File: src/hw/esp_cmd_pkg.sv
`default_nettype none

package esp_cmd_pkg;

  typedef logic [7:0] esp_byte_t;  // one byte on the spi channel

  // numbering kept from the board firmware, gaps belong to dropped functions
  typedef enum logic [7:0] {
    get_cookie          = 8'd0,
    set_breakpoint      = 8'd6,
    clear_breakpoint    = 8'd7,
    enable_breakpoints  = 8'd11,
    disable_breakpoints = 8'd12,
    get_version         = 8'd15,
    abus_read           = 8'd18,
    send_keyb           = 8'd19,
    set_led             = 8'd26
  } esp_opcode_e;

  localparam esp_byte_t COOKIE = 8'haf;  // lets the esp probe for the fpga

  localparam logic [2:0] VERSION_MAJOR = 3'd0;
  localparam logic [4:0] VERSION_MINOR = 5'd3;

  localparam int MAX_PARAMS = 3;  // set_breakpoint takes the most

  typedef logic [1:0] param_idx_t;  // selects a parameter byte

endpackage

`default_nettype wire

File: src/hw/trs_bus_pkg.sv
`default_nettype none

package trs_bus_pkg;

  typedef logic [15:0] trs_addr_t;  // z80 address bus

  // keyboard matrix, 8 rows of 8 keys
  typedef logic [7:0] keyb_row_t;
  typedef logic [2:0] keyb_row_idx_t;

endpackage

`default_nettype wire

File: src/hw/esp_cmd_parser.sv
`default_nettype none

module esp_cmd_parser (
  input  logic                     clk,
  input  logic                     rst,
  input  esp_cmd_pkg::esp_byte_t   rx_byte,
  input  logic                     rx_valid,
  input  logic                     frame_start,
  input  trs_bus_pkg::trs_addr_t   trs_addr,
  output logic                     action,
  output esp_cmd_pkg::esp_opcode_e opcode,
  output esp_cmd_pkg::esp_byte_t   param0,
  output esp_cmd_pkg::esp_byte_t   param1,
  output esp_cmd_pkg::esp_byte_t   param2,
  output logic                     tx_load,
  output esp_cmd_pkg::esp_byte_t   tx_byte
);
  import esp_cmd_pkg::*;

  typedef enum logic {
    idle,
    read_params
  } state_t;

  state_t      state;
  esp_opcode_e op_in;
  param_idx_t  params_left;  // bytes still to come
  param_idx_t  param_idx;    // next slot to fill
  esp_byte_t   params [MAX_PARAMS];

  // parameter bytes per opcode, zero for the rest
  function automatic param_idx_t param_count(input esp_opcode_e op);
    case (op)
      set_breakpoint:   return param_idx_t'(3);
      clear_breakpoint: return param_idx_t'(1);
      send_keyb:        return param_idx_t'(2);
      set_led:          return param_idx_t'(1);
      default:          return param_idx_t'(0);
    endcase
  endfunction

  assign op_in = esp_opcode_e'(rx_byte);  // may hold a value outside the enum

  always_ff @(posedge clk) begin
    if (rst) begin
      state       <= idle;
      action      <= 1'b0;
      tx_load     <= 1'b0;
      params_left <= '0;
      param_idx   <= '0;
    end else begin
      action  <= 1'b0;  // strobes
      tx_load <= 1'b0;
      if (frame_start) begin
        state <= idle;  // new frame always starts with an opcode
      end else if (rx_valid) begin
        case (state)
          idle: begin
            param_idx   <= '0;
            params_left <= param_count(op_in);
            case (op_in)
              get_cookie, get_version, abus_read: begin
                action  <= 1'b1;
                tx_load <= 1'b1;
              end
              enable_breakpoints, disable_breakpoints: begin
                action <= 1'b1;
              end
              set_breakpoint, clear_breakpoint, send_keyb, set_led: begin
                state <= read_params;
              end
              default: begin
                state <= idle;  // unknown, ignored
              end
            endcase
          end
          read_params: begin
            param_idx <= param_idx + param_idx_t'(1);
            if (params_left == param_idx_t'(1)) begin
              action <= 1'b1;  // last parameter in
              state  <= idle;
            end else begin
              params_left <= params_left - param_idx_t'(1);
            end
          end
          default: state <= idle;
        endcase
      end
    end
  end

  // opcode and parameters, payload only
  always_ff @(posedge clk) begin
    if (rx_valid && !frame_start) begin
      if (state == idle) opcode <= op_in;
      else               params[param_idx] <= rx_byte;
    end
  end

  // response byte goes out with tx_load
  always_ff @(posedge clk) begin
    if (rx_valid && !frame_start && state == idle) begin
      case (op_in)
        get_cookie:  tx_byte <= COOKIE;
        get_version: tx_byte <= {VERSION_MAJOR, VERSION_MINOR};
        abus_read:   tx_byte <= trs_addr[7:0];  // low byte only
        default:     tx_byte <= tx_byte;
      endcase
    end
  end

  assign param0 = params[0];
  assign param1 = params[1];
  assign param2 = params[2];

endmodule

`default_nettype wire

File: config.mk
export PLATFORM = sky130hd
export DESIGN_NAME = esp_cmd_parser
export DESIGN_NICKNAME = d
export VERILOG_FILES = /design/src/hw/esp_cmd_pkg.sv /design/src/hw/trs_bus_pkg.sv /design/src/hw/esp_cmd_parser.sv
export SDC_FILE = /design/constraint.sdc
export NUM_CORES = 1
export LEC_CHECK = 0
export BUFFER_PORTS_ARGS = -buffer_cell sky130_fd_sc_hd__buf_4
export CAP_MARGIN = 20
export CORE_MARGIN = 5
export CORE_UTILIZATION = 51
export CTS_CLUSTER_DIAMETER = 100
export DETAILED_ROUTE_END_ITERATION = 7
export PLACE_DENSITY = 0.86
export SYNTH_ARGS = -nofsm -noshare
export SYNTH_HDL_FRONTEND = slang
export SYNTH_SLANG_ARGS = --single-unit
File: constraint.sdc
create_clock -name clk -period 5.4 [get_ports clk]
set_input_delay 0.81 -clock clk [delete_from_list [all_inputs] [get_ports clk]]
set_output_delay 0.81 -clock clk [all_outputs]
set_load 0.05 [all_outputs]
Word-level counts from Yosys, hierarchy flattened
Memory sizes are Yosys's and may differ from the RTL's. Index checks and enable logic that the tools add are counted.

Flip-flop bits (word level): 23. Bits in writable memories: 24. Memories: 1.

Memories: params (depth 3, bits a word 8, rd ports 3, clocked after memory_dff 0, wr ports 1, line esp_cmd_parser.sv:29) `esp_byte_t params [MAX_PARAMS];`.

Reductions and logical operators: 16. Add/subtract/negate cells: 2. Equality and inequality tests: 10. Multiplexer cells: 15. Bitwise gates (word level): 3.

Operators with widths (number): equality test 8 x 4 -> 1 bit, second input constant (3); equality test 8 x 5 -> 1 bit, second input constant (3); case mux 8 bit (3 select lines) (1); equality test 8 x 3 -> 1 bit, second input constant (2); logical NOT 8 bit (1); two-way mux 1 bit (8); case mux 2 bit (2 select lines) (2); OR reduction 4 bit (2); case mux 2 bit (3 select lines) (1); AND reduction 2 bit (3); OR reduction 3 bit (2); OR reduction 5 bit (1); case mux 1 bit (2 select lines) (2); OR reduction 2 bit (2); NOT 1 bit (3); AND reduction 3 bit (1); nonzero test 3 bit (1); adder 2 x 1 -> 2 bit, second input constant (1); equality test 2 x 1 -> 1 bit, second input constant (1); logical AND 1 bit (2); two-way mux 2 bit (1); inequality test 2 bit, second input constant (1); subtractor 2 x 1 -> 2 bit, second input constant (1); logical NOT 1 bit (1).

Depth between registers and ports, before layout
Gate-level depths: netlist (run 1).

Depth in word-level cells: 4. Gate-level depth with buffers: 5.

Worst setup path before layout (run 1)
OpenSTA, ideal clock, no wires.

Kind: input to register. Start point: in rx_byte[3]. End point: reg tx_byte[0] (enable). Setup time: 0.324 ns. Data required time: 5.076 ns. Arrival: 2.039 ns. Setup slack: 3.036 ns. Stages: 5. Path buffers: 1. Path through: buf_6 > or4b_4 > nor4_4 > o21ai_2 > inv_1.

Cells in the longest elaborated chain, start to end: 3. Elaborated cells between the ends (all ways): 5. Those cells by class: eq/ne: 2; reduce/logical: 3.

RTL lines: start, declared (line esp_cmd_parser.sv:6) `input esp_cmd_pkg::esp_byte_t rx_byte,`; equality test 8 x 5 -> 1 bit (tied with other cells) (line esp_cmd_parser.sv:103) `case (op_in)`; nonzero test 3 bit (no line) *; AND reduction 2 bit (no line) *; end signal, assigned (line esp_cmd_parser.sv:105) `get_version: tx_byte <= {VERSION_MAJOR, VERSION_MINOR};`; end signal, assigned (line esp_cmd_parser.sv:106) `abus_read: tx_byte <= trs_addr[7:0];`; end signal, assigned (line esp_cmd_parser.sv:107) `default: tx_byte <= tx_byte;`; end, declared (line esp_cmd_parser.sv:16) `output esp_cmd_pkg::esp_byte_t tx_byte`.

Every way passes the cells marked *; elsewhere a longest branch is shown, timed or not. A chain may end at the register's enable or synchronous reset.

Worst setup path in the final report (run 1)
Start point: in frame_start. End point: reg tx_byte[0] (enable).

Cells in the longest elaborated chain, start to end: 4.

RTL lines: start, declared (line esp_cmd_parser.sv:8) `input logic frame_start,`; logical NOT 1 bit (line esp_cmd_parser.sv:102) `if (rx_valid && !frame_start && state == idle) begin`; logical AND 1 bit (2 in a row) (line esp_cmd_parser.sv:102); AND reduction 2 bit (no line).

Every way passes these cells.

==> out/summary.txt, run 1 <==
Dominant register cell in the synthesized netlist - sky130_fd_sc_hd__edfxtp_1
Detailed-route DRC error count - 0
Unrepaired setup endpoints after global routing - no
Leakage power of the design - 0.000909 uW
Data required time of the critical path - 5.44 ns
Critical Path Sink Type - flop
Layout cell share with drive strength beyond 1 - 0.390
Transition time at the pin with the least slew margin - 0.943 ns
H-tree levels - 2
CTS-repair resized insts - 0
Die height - 69.4 um
Number of setup violations in the final report - 0
Hold Path Cell Cnt - 2
Count of flip-flops with a built-in enable after synthesis - 40
Tightest Hold Check Type - flop to flop
Worst reg2reg startpoint - state
Final weighted congestion of routability-driven global placement - 0.818
Clock skew - 0.00883 ns
Detailed-route wire length per cell - 15.7 um
Mapped cell area - 0.00180 mm^2
Minimum clock period after layout - 2.32 ns
Met3 demand-to-capacity share in global routing - 0.0565
Latest clock arrival within the worst-skew pair - 0.36 ns
Slack of the critical path - 3.08 ns
Critical path fanouts, max - 11
Leading area contributor after synthesis - sky130_fd_sc_hd__edfxtp_1
Relative slew slack - 0.369
CTS tree - built
Starting density of the core - 0.531
Number of distinct standard cells referenced by the synthesized netlist - 34
Cell total after placement - 225
Outcome - completed
Worst-case vdd ir drop - 0.119 mV
Critical Path Source Type - primary input
Routed via count - 1238
Share of the clock period used by the worst path - 0.430
Clock Pin Slew Worst Setup and Hold Paths - 0.13 ns
Via count of the first global-routing pass - 1200
Family of cells with the greatest summed delay on the critical path - simple AND/OR/NAND/NOR gates
Met1 capacity usage during global routing - 0.185
Sequential share of the synthesized area - 0.745
Largest incremental delay on the critical path - 0.75 ns
Number of clock sinks - 47
Flip-flop and latch count after synthesis - 47
Final hold vios - 0
First-pass detailed-route iteration total - 4
Non-filler instance count after layout - 233
Critical Setup Path Class - primary input to flop
Setup slack on the worst flop-to-flop path - 3.38 ns
Number of post-CTS setup repair buffers - 0
# port buffers - 61
MaxCap Viol Count - 0
Dominant cells by area after synthesis - sky130_fd_sc_hd__edfxtp_1, sky130_fd_sc_hd__dfxtp_1, sky130_fd_sc_hd__ha_1
Number of buffers added to fix hold violations after cts - 0
Largest net degree at the start of global routing - 16
Maximum count of clock buffers along a single path - 2
Antenna-violating nets left - 0
Synthesized area per cell - 15.0 um^2
Capture point of the worst reg-to-reg path - tx_byte[0]
Post-synthesis to final-layout area growth - 32.3%
CP max stage cell - sky130_fd_sc_hd__nor2_1
Gate count of the mapped netlist - 120
Worst Reg2Reg Path Length in Cells - 3
Setup slack after placement - 2.74 ns
Synthesis Warnings - 0
Most used standard cells in the synthesized netlist - sky130_fd_sc_hd__edfxtp_1, sky130_fd_sc_hd__nand2_1, sky130_fd_sc_hd__dfxtp_1
Share of Yosys cell area claimed by the top area cell type - 0.667
Detailed-route vias per instance - 5.31
Overall track demand over capacity in global routing - 0.160
Bufs and invs on worst path - 2
Most Used Layer, Global Route - met2
Total overflow reported by the global router - 0
First-iteration detailed-routing DRC count - 52
Total Neg Setup Slack - 0 ns
Series of cell instances along the critical path - buf_4 > nand2b_1 > nor2_1 > o21ai_2 > inv_1
Final-layout fill cell count - 234
Synth Net Count - 152
Async SR Flop Fraction - 0
Detail Placement HPWL - 2.79 mm
Cell Rows - 21
Antenna diode count - 0
Total I/O pin count - 70
Final #Nets - 218
Dominant cell by count in the synthesized netlist - sky130_fd_sc_hd__edfxtp_1
Num CTS Buffers - 5
Antenna violations before repair - 0
Hold path start - param_idx[0]
Routed wire length - 3.66 mm
CTS Root Buffer Type - sky130_fd_sc_hd__clkbuf_4
Die extent in x - 69.4 um
PD cells - 276 mW/mm^2
Global-route wire length before repair - 6.00 mm
Maximum frequency from static timing analysis - 430 MHz
Core area - 0.00339 mm^2
Hold Crit Endpoint - param_idx[0]
Post-route worst hold slack - 0.514 ns
Area of the die - 0.00482 mm^2
WP data arrival - 2.36 ns
Total count of max-transition violations in the final report - 0
Met2 routing resource usage after global routing - 0.269
-- layout make-up --
cell class	count	area, um^2	area share
sequential	47	1340	0.563
clock inverter	3	43.8	0.0184
clock buffer	5	37.5	0.0158
inverter	5	18.8	0.00788
tap	46	57.6	0.0242
multi-input combinational	66	425	0.179
timing repair buffer	61	458	0.192
-- layer usage --
layer,vias to the layer above,part of all wire,wire [um]
li1,585,-,-
met1,591,0.40,1470
met2,56,0.50,1830
met3,6,0.084,308
met4,0,0.016,60
met5,-,0,0
-- where the power goes --
group,total [uW],internal [uW],switching [uW],leakage [uW]
Combinational,54.2,19.3,34.9,0.000431
Clock,205,97.5,107,0.0000452
Sequential,399,397,1.81,0.000432
-- placed cells by master, fill, tap and decap left out, types with 5 or more instances in the layout --
cell,instances
sky130_fd_sc_hd__buf_4,61
sky130_fd_sc_hd__clkbuf_4,5
sky130_fd_sc_hd__dfxtp_1,7
sky130_fd_sc_hd__edfxtp_1,40
sky130_fd_sc_hd__inv_1,5
sky130_fd_sc_hd__nand2_1,10
sky130_fd_sc_hd__nand2b_1,6
sky130_fd_sc_hd__nor2_1,6
sky130_fd_sc_hd__o21ai_0,6
-- logic make-up (layout without fill, tap and decap cells) --
| logic type | after synthesis | count (layout) | share of synthesized area |
|---|---|---|---|
| buf+inv | 7 | 74 | 0.0188 |
| fa+ha+maj | 4 | 4 | 0.0278 |
| compound gates | 19 | 19 | 0.0653 |
| flops | 47 | 47 | 0.745 |
| simple gates | 43 | 43 | 0.143 |
-- flip-flops by register name, summed over array words and instances (netlist names) --
name / count
params: 24
opcode: 8
tx_byte: 8
param_idx: 2
params_left: 2
action: 1
state: 1
tx_load: 1
-- stage by stage --
| step | instance area, um^2 | power (uW) | util |
|---|---|---|---|
| final | 2380 | 658 | 0.703 |
| after global routing | 2380 | 685 | 0.703 |
| after CTS | 2380 | 661 | 0.703 |
| after detailed placement | 2300 | 462 | 0.679 |
| after global placement | 2300 | 459 | 0.679 |
| after floorplan | 1800 | 435 | - |
-- how the worst max path moves through the flow --
stage | start | end | slack, ns | cells after the start
floorplan | rx_byte[3] | tx_byte[0] | 3.04 | 5
global placement | rx_byte[3] | tx_byte[0] | 2.85 | 5
detailed placement | frame_start | tx_byte[1] | 2.74 | 5
CTS | frame_start | tx_byte[0] | 3.11 | 5
global route | frame_start | tx_byte[1] | 2.96 | 5
finish | frame_start | tx_byte[0] | 3.08 | 5
-- tightest hold or removal path: cells and delay by family, from the launching register on --
family | cells | cell delay (ns)
AOI/OAI and AO/OA | 1 | 0.06
DFF | 1 | 0.35
and+or+nand+nor | 1 | 0.07
No activity file was read; power rests on OpenSTA's default activity.
==> run 2, diff against run 1 <==
Settings changed: ABC_AREA set to 1, CORE_UTILIZATION 51 to 48, PLACE_DENSITY 0.86 to 0.81.
Clock period 5.4 ns to 2.2 ns, I/O delays scaled along.
==> run 2 against run 1 <==
Power rose to 2.8 times the previous value; synthesized area rose by 3.2%; clock power increased to 3.5 times the previous value; non-clock buffer count is 4 higher; wire length rose by 5.8%; sequential share of layout area decreased by 3.5 points; hold slack got worse by 0.29 ns; largest cell class unchanged; first-iteration DRC count rose by 46%; via count up 4.3%; cell area is 6.6% higher.
==> out/summary.txt, run 2 <==
Antenna-violating nets left - 0 (unchanged)
Number of setup violations in the final report - 0 (unchanged)
Slack of the critical path - 0.783 ns (was 3.08 ns)
Largest registers ranked by flip-flop count - params: 24 flops, opcode: 8 flops, tx_byte: 8 flops (unchanged)
Latest clock arrival within the worst-skew pair - 0.29 ns (was 0.36 ns)
Detailed-route wire length per cell - 14.2 um (was 15.7 um)
Largest Register - params (unchanged)
Number of post-CTS setup repair buffers - 0 (unchanged)
Largest net degree at the start of global routing - 15 (was 16)
Gate count of the mapped netlist - 152 (was 120)
Critical Path Source Type - primary input (unchanged)
Detail Placement HPWL - 3.00 mm (was 2.79 mm)
Final hold vios - 0 (unchanged)
Setup slack after placement - 0.503 ns (was 2.74 ns)
Worst Reg2Reg Path Length in Cells - 5 (was 3)
Number of flip-flops in the largest register - 24 (unchanged)
CTS-repair resized insts - 0 (unchanged)
Final weighted congestion of routability-driven global placement - 0.843 (was 0.818)
Share of Yosys cell area claimed by the top area cell type - 0.646 (was 0.667)
Sequential share of the synthesized area - 0.722 (was 0.745)
Number of clock sinks - 47 (unchanged)
Most common cell after layout, fill and taps aside - sky130_fd_sc_hd__buf_4 (unchanged)
Num CTS Buffers - 5 (unchanged)
Data required time of the critical path - 2.17 ns (was 5.44 ns)
Worst-case vdd ir drop - 0.349 mV (was 0.119 mV)
First-pass detailed-route iteration total - 4 (unchanged)
Detailed-route DRC error count - 0 (unchanged)
Final core occ - 0.683 (was 0.703)
Critical Setup Path Class - primary input to flop (unchanged)
Overall Power - 1810 uW (was 658 uW)
Cell Rows - 22 (was 21)
Dominant register cell in the synthesized netlist - sky130_fd_sc_hd__edfxtp_1 (unchanged)
Count of flip-flops with a built-in enable after synthesis - 40 (unchanged)
CTS tree - built (unchanged)
Relative slew slack - 0.793 (was 0.369)
Leading area contributor after synthesis - sky130_fd_sc_hd__edfxtp_1 (unchanged)
Transition time at the pin with the least slew margin - 0.311 ns (was 0.943 ns)
Final-layout fill cell count - 271 (was 234)
Met2 routing resource usage after global routing - 0.287 (was 0.269)
Leakage power of the design - 0.00112 uW (was 0.000909 uW)
Total count of max-transition violations in the final report - 0 (unchanged)
Number of buffers added to fix hold violations after cts - 0 (unchanged)
Synthesized area per cell - 12.2 um^2 (was 15.0 um^2)
Maximum frequency from static timing analysis - 706 MHz
H-tree levels - 2 (unchanged)
Async SR Flop Fraction - 0 (unchanged)
Global-route wire length before repair - 5.98 mm (was 6.00 mm)
Share of the clock period used by the worst path - 0.644
Synth Net Count - 184 (was 152)
Hold Path Cell Cnt - 2 (unchanged)
WP data arrival - 1.38 ns (was 2.36 ns)
Outcome - completed (unchanged)
Synthesis Warnings - 0 (unchanged)
Routed via count - 1291 (was 1238)
Total overflow reported by the global router - 0 (unchanged)
Top library cells by usage in the layout, fill and taps aside - sky130_fd_sc_hd__buf_4, sky130_fd_sc_hd__edfxtp_1, sky130_fd_sc_hd__nand2_1 (unchanged)
Die extent in x - 72.2 um (was 69.4 um)
Clock skew - 0.00690 ns (was 0.00883 ns)
Final #Nets - 256 (was 218)
Overall track demand over capacity in global routing - 0.154 (was 0.160)
MaxCap Viol Count - 0 (unchanged)
Most used standard cells in the synthesized netlist - sky130_fd_sc_hd__edfxtp_1, sky130_fd_sc_hd__nand2_1, sky130_fd_sc_hd__inv_1 (was sky130_fd_sc_hd__edfxtp_1, sky130_fd_sc_hd__nand2_1, sky130_fd_sc_hd__dfxtp_1)
Clock Pin Slew Worst Setup and Hold Paths - 0.08 ns (was 0.13 ns)
Dominant cells by area after synthesis - sky130_fd_sc_hd__edfxtp_1, sky130_fd_sc_hd__dfxtp_1, sky130_fd_sc_hd__nand2_1 (was sky130_fd_sc_hd__edfxtp_1, sky130_fd_sc_hd__dfxtp_1, sky130_fd_sc_hd__ha_1)
Number of distinct standard cells referenced by the synthesized netlist - 21 (was 34)
Cell total after placement - 265 (was 225)
Non-filler instance count after layout - 273 (was 233)
Antenna violations before repair - 0 (unchanged)
Most Used Layer, Global Route - met2 (unchanged)
Routed wire length - 3.87 mm (was 3.66 mm)
Total I/O pin count - 70 (unchanged)
PD cells - 713 mW/mm^2 (was 276 mW/mm^2)
Total Neg Setup Slack - 0 ns (unchanged)
Met3 demand-to-capacity share in global routing - 0.0319 (was 0.0565)
Critical path fanouts, max - 8 (was 11)
Core area - 0.00372 mm^2 (was 0.00339 mm^2)
Critical Path Sink Type - flop (unchanged)
Die height - 72.2 um (was 69.4 um)
Dominant cell by count in the synthesized netlist - sky130_fd_sc_hd__edfxtp_1 (unchanged)
Mapped cell area - 0.00186 mm^2 (was 0.00180 mm^2)
Met1 capacity usage during global routing - 0.166 (was 0.185)
Post-synthesis to final-layout area growth - 36.6% (was 32.3%)
Detailed-route vias per instance - 4.73 (was 5.31)
Flip-flop and latch count after synthesis - 47 (unchanged)
Layout cell share with drive strength beyond 1 - 0.364 (was 0.390)
Area of the die - 0.00522 mm^2 (was 0.00482 mm^2)
# port buffers - 61 (unchanged)
Minimum clock period after layout - 1.42 ns
First-iteration detailed-routing DRC count - 76 (was 52)
Unrepaired setup endpoints after global routing - no (unchanged)
Starting density of the core - 0.500 (was 0.531)
Maximum count of clock buffers along a single path - 2 (unchanged)
CTS Root Buffer Type - sky130_fd_sc_hd__clkbuf_8 (was sky130_fd_sc_hd__clkbuf_4)
Via count of the first global-routing pass - 1222 (was 1200)
Tightest Hold Check Type - primary input to flop (was flop to flop)
Antenna diode count - 0 (unchanged)
[run 2: changes by cell type after synthesis, sizes merged, moves of 2 or more]
cell | before | now
nand2 | 10 | 35
inv | 5 | 27
nor2 | 6 | 17
nand2b | 6 | 0
o21ai | 8 | 4
and3 | 3 | 0
or2 | 0 | 3
and2 | 2 | 0
nor4 | 2 | 0
[run 2: report_power, final]
part / total, uW / internal (uW) / switching (uW) / leakage [uW]
Sequential: 975 / 972 / 3.40 / 0.000432
Combinational: 112 / 41.3 / 71.2 / 0.000619
Clock: 724 / 454 / 270 / 0.0000654
[run 2: cell families after synthesis]
logic type | share of synthesized area
buf+inv | 0.0545
flops | 0.722
fa+ha+maj | 0.0269
simple gates | 0.162
compound gates | 0.0350
[run 2: per-stage QoR]
step / hold slack, ns / instance area [um^2]
2_1_floorplan: 0.399 / 1860
3_3_place_gp: 0.473 / 2410
3_5_place_dp: 0.485 / 2410
4_1_cts: 0.216 / 2540
5_1_grt: 0.219 / 2540
6_report: 0.220 / 2540
[run 2: area by class of cell]
class,instances,area [um^2],share of cell area
clock buffers,6,72.6,0.0286
clock inverters,2,60.1,0.0237
inverters,27,101,0.0399
multi-input cells,78,415,0.164
flip-flops and latches,47,1340,0.528
well taps,48,60.1,0.0237
repair buffers,65,488,0.192
[run 2: final timing paths]
check	startpoint	endpoint	slack, ns
worst max-delay path	rx_byte[7]	tx_byte[0]	0.78
worst min register to register	param_idx[1]	param_idx[1]	0.49
worst max register to register	state	params[0][5]	0.83
worst min-delay path	rst	param_idx[1]	0.22
[run 2: layer usage]
layer	up-vias	wire (um)
met1	587	1440
met2	55	2060
met4	0	61
met5	-	0
li1	644	-
met3	5	318
[run 2: worst max-delay path: stages]
cell                      delay (ns)
sky130_fd_sc_hd__buf_4          0.12
sky130_fd_sc_hd__inv_1          0.07
sky130_fd_sc_hd__nand2_1        0.13
sky130_fd_sc_hd__nor2_4         0.17
sky130_fd_sc_hd__nand4_4        0.15
sky130_fd_sc_hd__nand3_2        0.12
sky130_fd_sc_hd__nand2_1        0.05
sky130_fd_sc_hd__inv_1          0.24
==> run 3, diff against run 2 <==
Settings changed: ABC_AREA 1 to 0, CORE_UTILIZATION 48 to 47, PLACE_DENSITY 0.81 to 0.8.
Clock period 2.2 ns to 1.4 ns, I/O delays scaled along.
==> run 3 against run 2 <==
Utilization increased by 1.6 points; register-to-register slack got worse by 0.68 ns; global-route usage increased by 2.6 points; flip-flop and latch count unchanged; clock power increased by 4.8%; highest routed layer unchanged; cell area increased by 1.6%; worst setup slack got worse by 0.74 ns; critical path depth decreased by 3; via count increased by 1.3%; power increased by 41%; sequential share of layout area decreased by 0.85 points.
==> out/summary.txt, run 3 (synthesis results as in run 1) <==
Layout cell share with drive strength beyond 1 - 0.474 (was 0.364)
Clock skew - 0.00695 ns (was 0.00690 ns)
Total I/O pin count - 70 (unchanged)
Worst-case vdd ir drop - 0.946 mV (was 0.349 mV)
CTS Root Buffer Type - sky130_fd_sc_hd__clkbuf_8 (unchanged)
MaxCap Viol Count - 0 (unchanged)
Core area - 0.00369 mm^2 (was 0.00372 mm^2)
Placement-stage cell area - 0.00248 mm^2 (was 0.00241 mm^2)
Minimum clock period after layout - 1.36 ns
Die height - 71.9 um (was 72.2 um)
Routed wire length - 4.32 mm (was 3.87 mm)
Total overflow reported by the global router - 0 (unchanged)
Area of the die - 0.00517 mm^2 (was 0.00522 mm^2)
Final #Nets - 242 (was 256)
Unrepaired setup endpoints after global routing - no (unchanged)
Latest clock arrival within the worst-skew pair - 0.29 ns (about the same)
Number of flip-flops in the largest register - 24 (unchanged)
Multi-input logic area - 440 um^2 (was 415 um^2)
Final hold vios - 0 (unchanged)
Antenna diode count - 0 (unchanged)
Largest registers ranked by flip-flop count - params: 24 flops, opcode: 8 flops, tx_byte: 8 flops (unchanged)
Most Used Layer, Global Route - met2 (unchanged)
Area of all placed cells without fillers - 0.00258 mm^2 (was 0.00254 mm^2)
Detailed-route DRC error count - 0 (unchanged)
Sequential cell area - 0.00134 mm^2 (unchanged)
Routed via count - 1308 (was 1291)
Final-layout fill cell count - 266 (was 271)
Critical Setup Path Class - primary input to flop (unchanged)
Number of buffers added to fix hold violations after cts - 0 (unchanged)
Most common cell after layout, fill and taps aside - sky130_fd_sc_hd__buf_4 (unchanged)
Met3 demand-to-capacity share in global routing - 0.0499 (was 0.0319)
Critical path fanouts, max - 8 (unchanged)
Detailed-route wire length per cell - 16.7 um (was 14.2 um)
Transition time at the pin with the least slew margin - 0.375 ns (was 0.311 ns)
First-pass detailed-route iteration total - 4 (unchanged)
# port buffers - 61 (unchanged)
Detail Placement HPWL - 3.38 mm (was 3.00 mm)
Leakage power of the design - 0.00102 uW (was 0.00112 uW)
H-tree levels - 2 (unchanged)
First-iteration detailed-routing DRC count - 105 (was 76)
Maximum frequency from static timing analysis - 734 MHz
WP data arrival - 1.36 ns (was 1.38 ns)
Via count of the first global-routing pass - 1343 (was 1222)
Critical Path Sink Type - flop (unchanged)
Met2 routing resource usage after global routing - 0.333 (was 0.287)
Data required time of the critical path - 1.40 ns (was 2.17 ns)
Total count of max-transition violations in the final report - 0 (unchanged)
Largest Register - params (unchanged)
Antenna-violating nets left - 0 (unchanged)
Total Neg Setup Slack - 0 ns (unchanged)
Share of the clock period used by the worst path - 0.973
Clock Pin Slew Worst Setup and Hold Paths - 0.08 ns (about the same)
Met1 capacity usage during global routing - 0.200 (was 0.166)
CTS tree - built (unchanged)
Die extent in x - 71.9 um (was 72.2 um)
Detailed-route vias per instance - 5.05 (was 4.73)
Global-route wire length before repair - 6.91 mm (was 5.98 mm)
Final weighted congestion of routability-driven global placement - 0.756 (was 0.843)
Largest net degree at the start of global routing - 14 (was 15)
Number of setup violations in the final report - 0 (unchanged)
Tightest Hold Check Type - primary input to flop (unchanged)
PD cells - 989 mW/mm^2 (was 713 mW/mm^2)
Num CTS Buffers - 5 (unchanged)
Starting density of the core - 0.488 (was 0.500)
Critical Path Source Type - primary input (unchanged)
Overall track demand over capacity in global routing - 0.180 (was 0.154)
Maximum count of clock buffers along a single path - 2 (unchanged)
Number of clock sinks - 47 (unchanged)
Post-synthesis to final-layout area growth - 43.3% (was 36.6%)
Relative slew slack - 0.748 (was 0.793)
Antenna violations before repair - 0 (unchanged)
Outcome - completed (unchanged)
Top library cells by usage in the layout, fill and taps aside - sky130_fd_sc_hd__buf_4, sky130_fd_sc_hd__edfxtp_1, sky130_fd_sc_hd__nand2_1 (unchanged)
Cell Rows - 22 (unchanged)
## run 3: changes by cell type in the layout (fill, tap and decap cells not counted), moves of 3 or more
cell and delta:
sky130_fd_sc_hd__nand2b_1 +6, sky130_fd_sc_hd__nand3_1 +3, sky130_fd_sc_hd__and3_1 +3, sky130_fd_sc_hd__nand2_1 -24, sky130_fd_sc_hd__nor2_1 -10, sky130_fd_sc_hd__buf_4 +20
sky130_fd_sc_hd__inv_1 -21
## run 3: per-stage QoR
stage               cells  worst slack [ns]   util  hold WS [ns]  power, uW
CTS                   259            0.0137  0.696        0.0830       2560
global route          259           0.00257  0.699        0.0710       2660
global placement      251            -0.237  0.673         0.391       1810
finish                259            0.0384  0.699        0.0837       2550
detailed placement    251            -0.280  0.673         0.398       1820
floorplan             120            -0.289      -         0.279       1680
## run 3: final timing paths
path | startpoint | end | slack (ns) | cells past startpoint
hold / removal | frame_start | state | 0.08 | 2
setup reg to reg | param_idx[0] | params[2][2] | 0.15 | 4
setup / recovery | rx_byte[3] | tx_byte[2] | 0.04 | 5
hold reg to reg | param_idx[1] | param_idx[1] | 0.50 | 2
## run 3: cell type report
class | instances | share of cell area
clock buffer | 7 | 0.0296
clock inverter | 1 | 0.00194
inverter | 5 | 0.00727
multi-input combinational | 66 | 0.171
sequential | 47 | 0.520
tap | 48 | 0.0233
timing repair buffer | 85 | 0.247
## run 3: timing repair
| action | 4_1_cts | 5_1_grt |
|---|---|---|
| gates cloned | 0 | 0 |
| gates resized for setup | 1 | 4 |
| pin swaps | 0 | 0 |
| endpoints found under the hold margin | 0 | 0 |
| endpoints found under the setup margin | 1 | 9 |
| buffers inserted | 0 | 0 |
## run 3: power breakdown
part | total, uW | internal [uW] | switching [uW]
clock | 759 | 350 | 409
combinational | 252 | 105 | 147
sequential | 1540 | 1530 | 7.41
total | 2550 | 1990 | 564
## run 3: critical path, cell delays in order
cell and delay, ns:
sky130_fd_sc_hd__buf_4 0.12, sky130_fd_sc_hd__or4b_4 0.56, sky130_fd_sc_hd__nor4_4 0.19, sky130_fd_sc_hd__o21ai_2 0.12, sky130_fd_sc_hd__inv_2 0.16
## run 3: metal layers
metal / part of all wire / routed length [um] / up-vias
li1: - / - / 632
met1: 0.37 / 1590 / 623
met2: 0.55 / 2390 / 47
met3: 0.067 / 289 / 6
met4: 0.013 / 55 / 0
met5: 0 / 0 / -
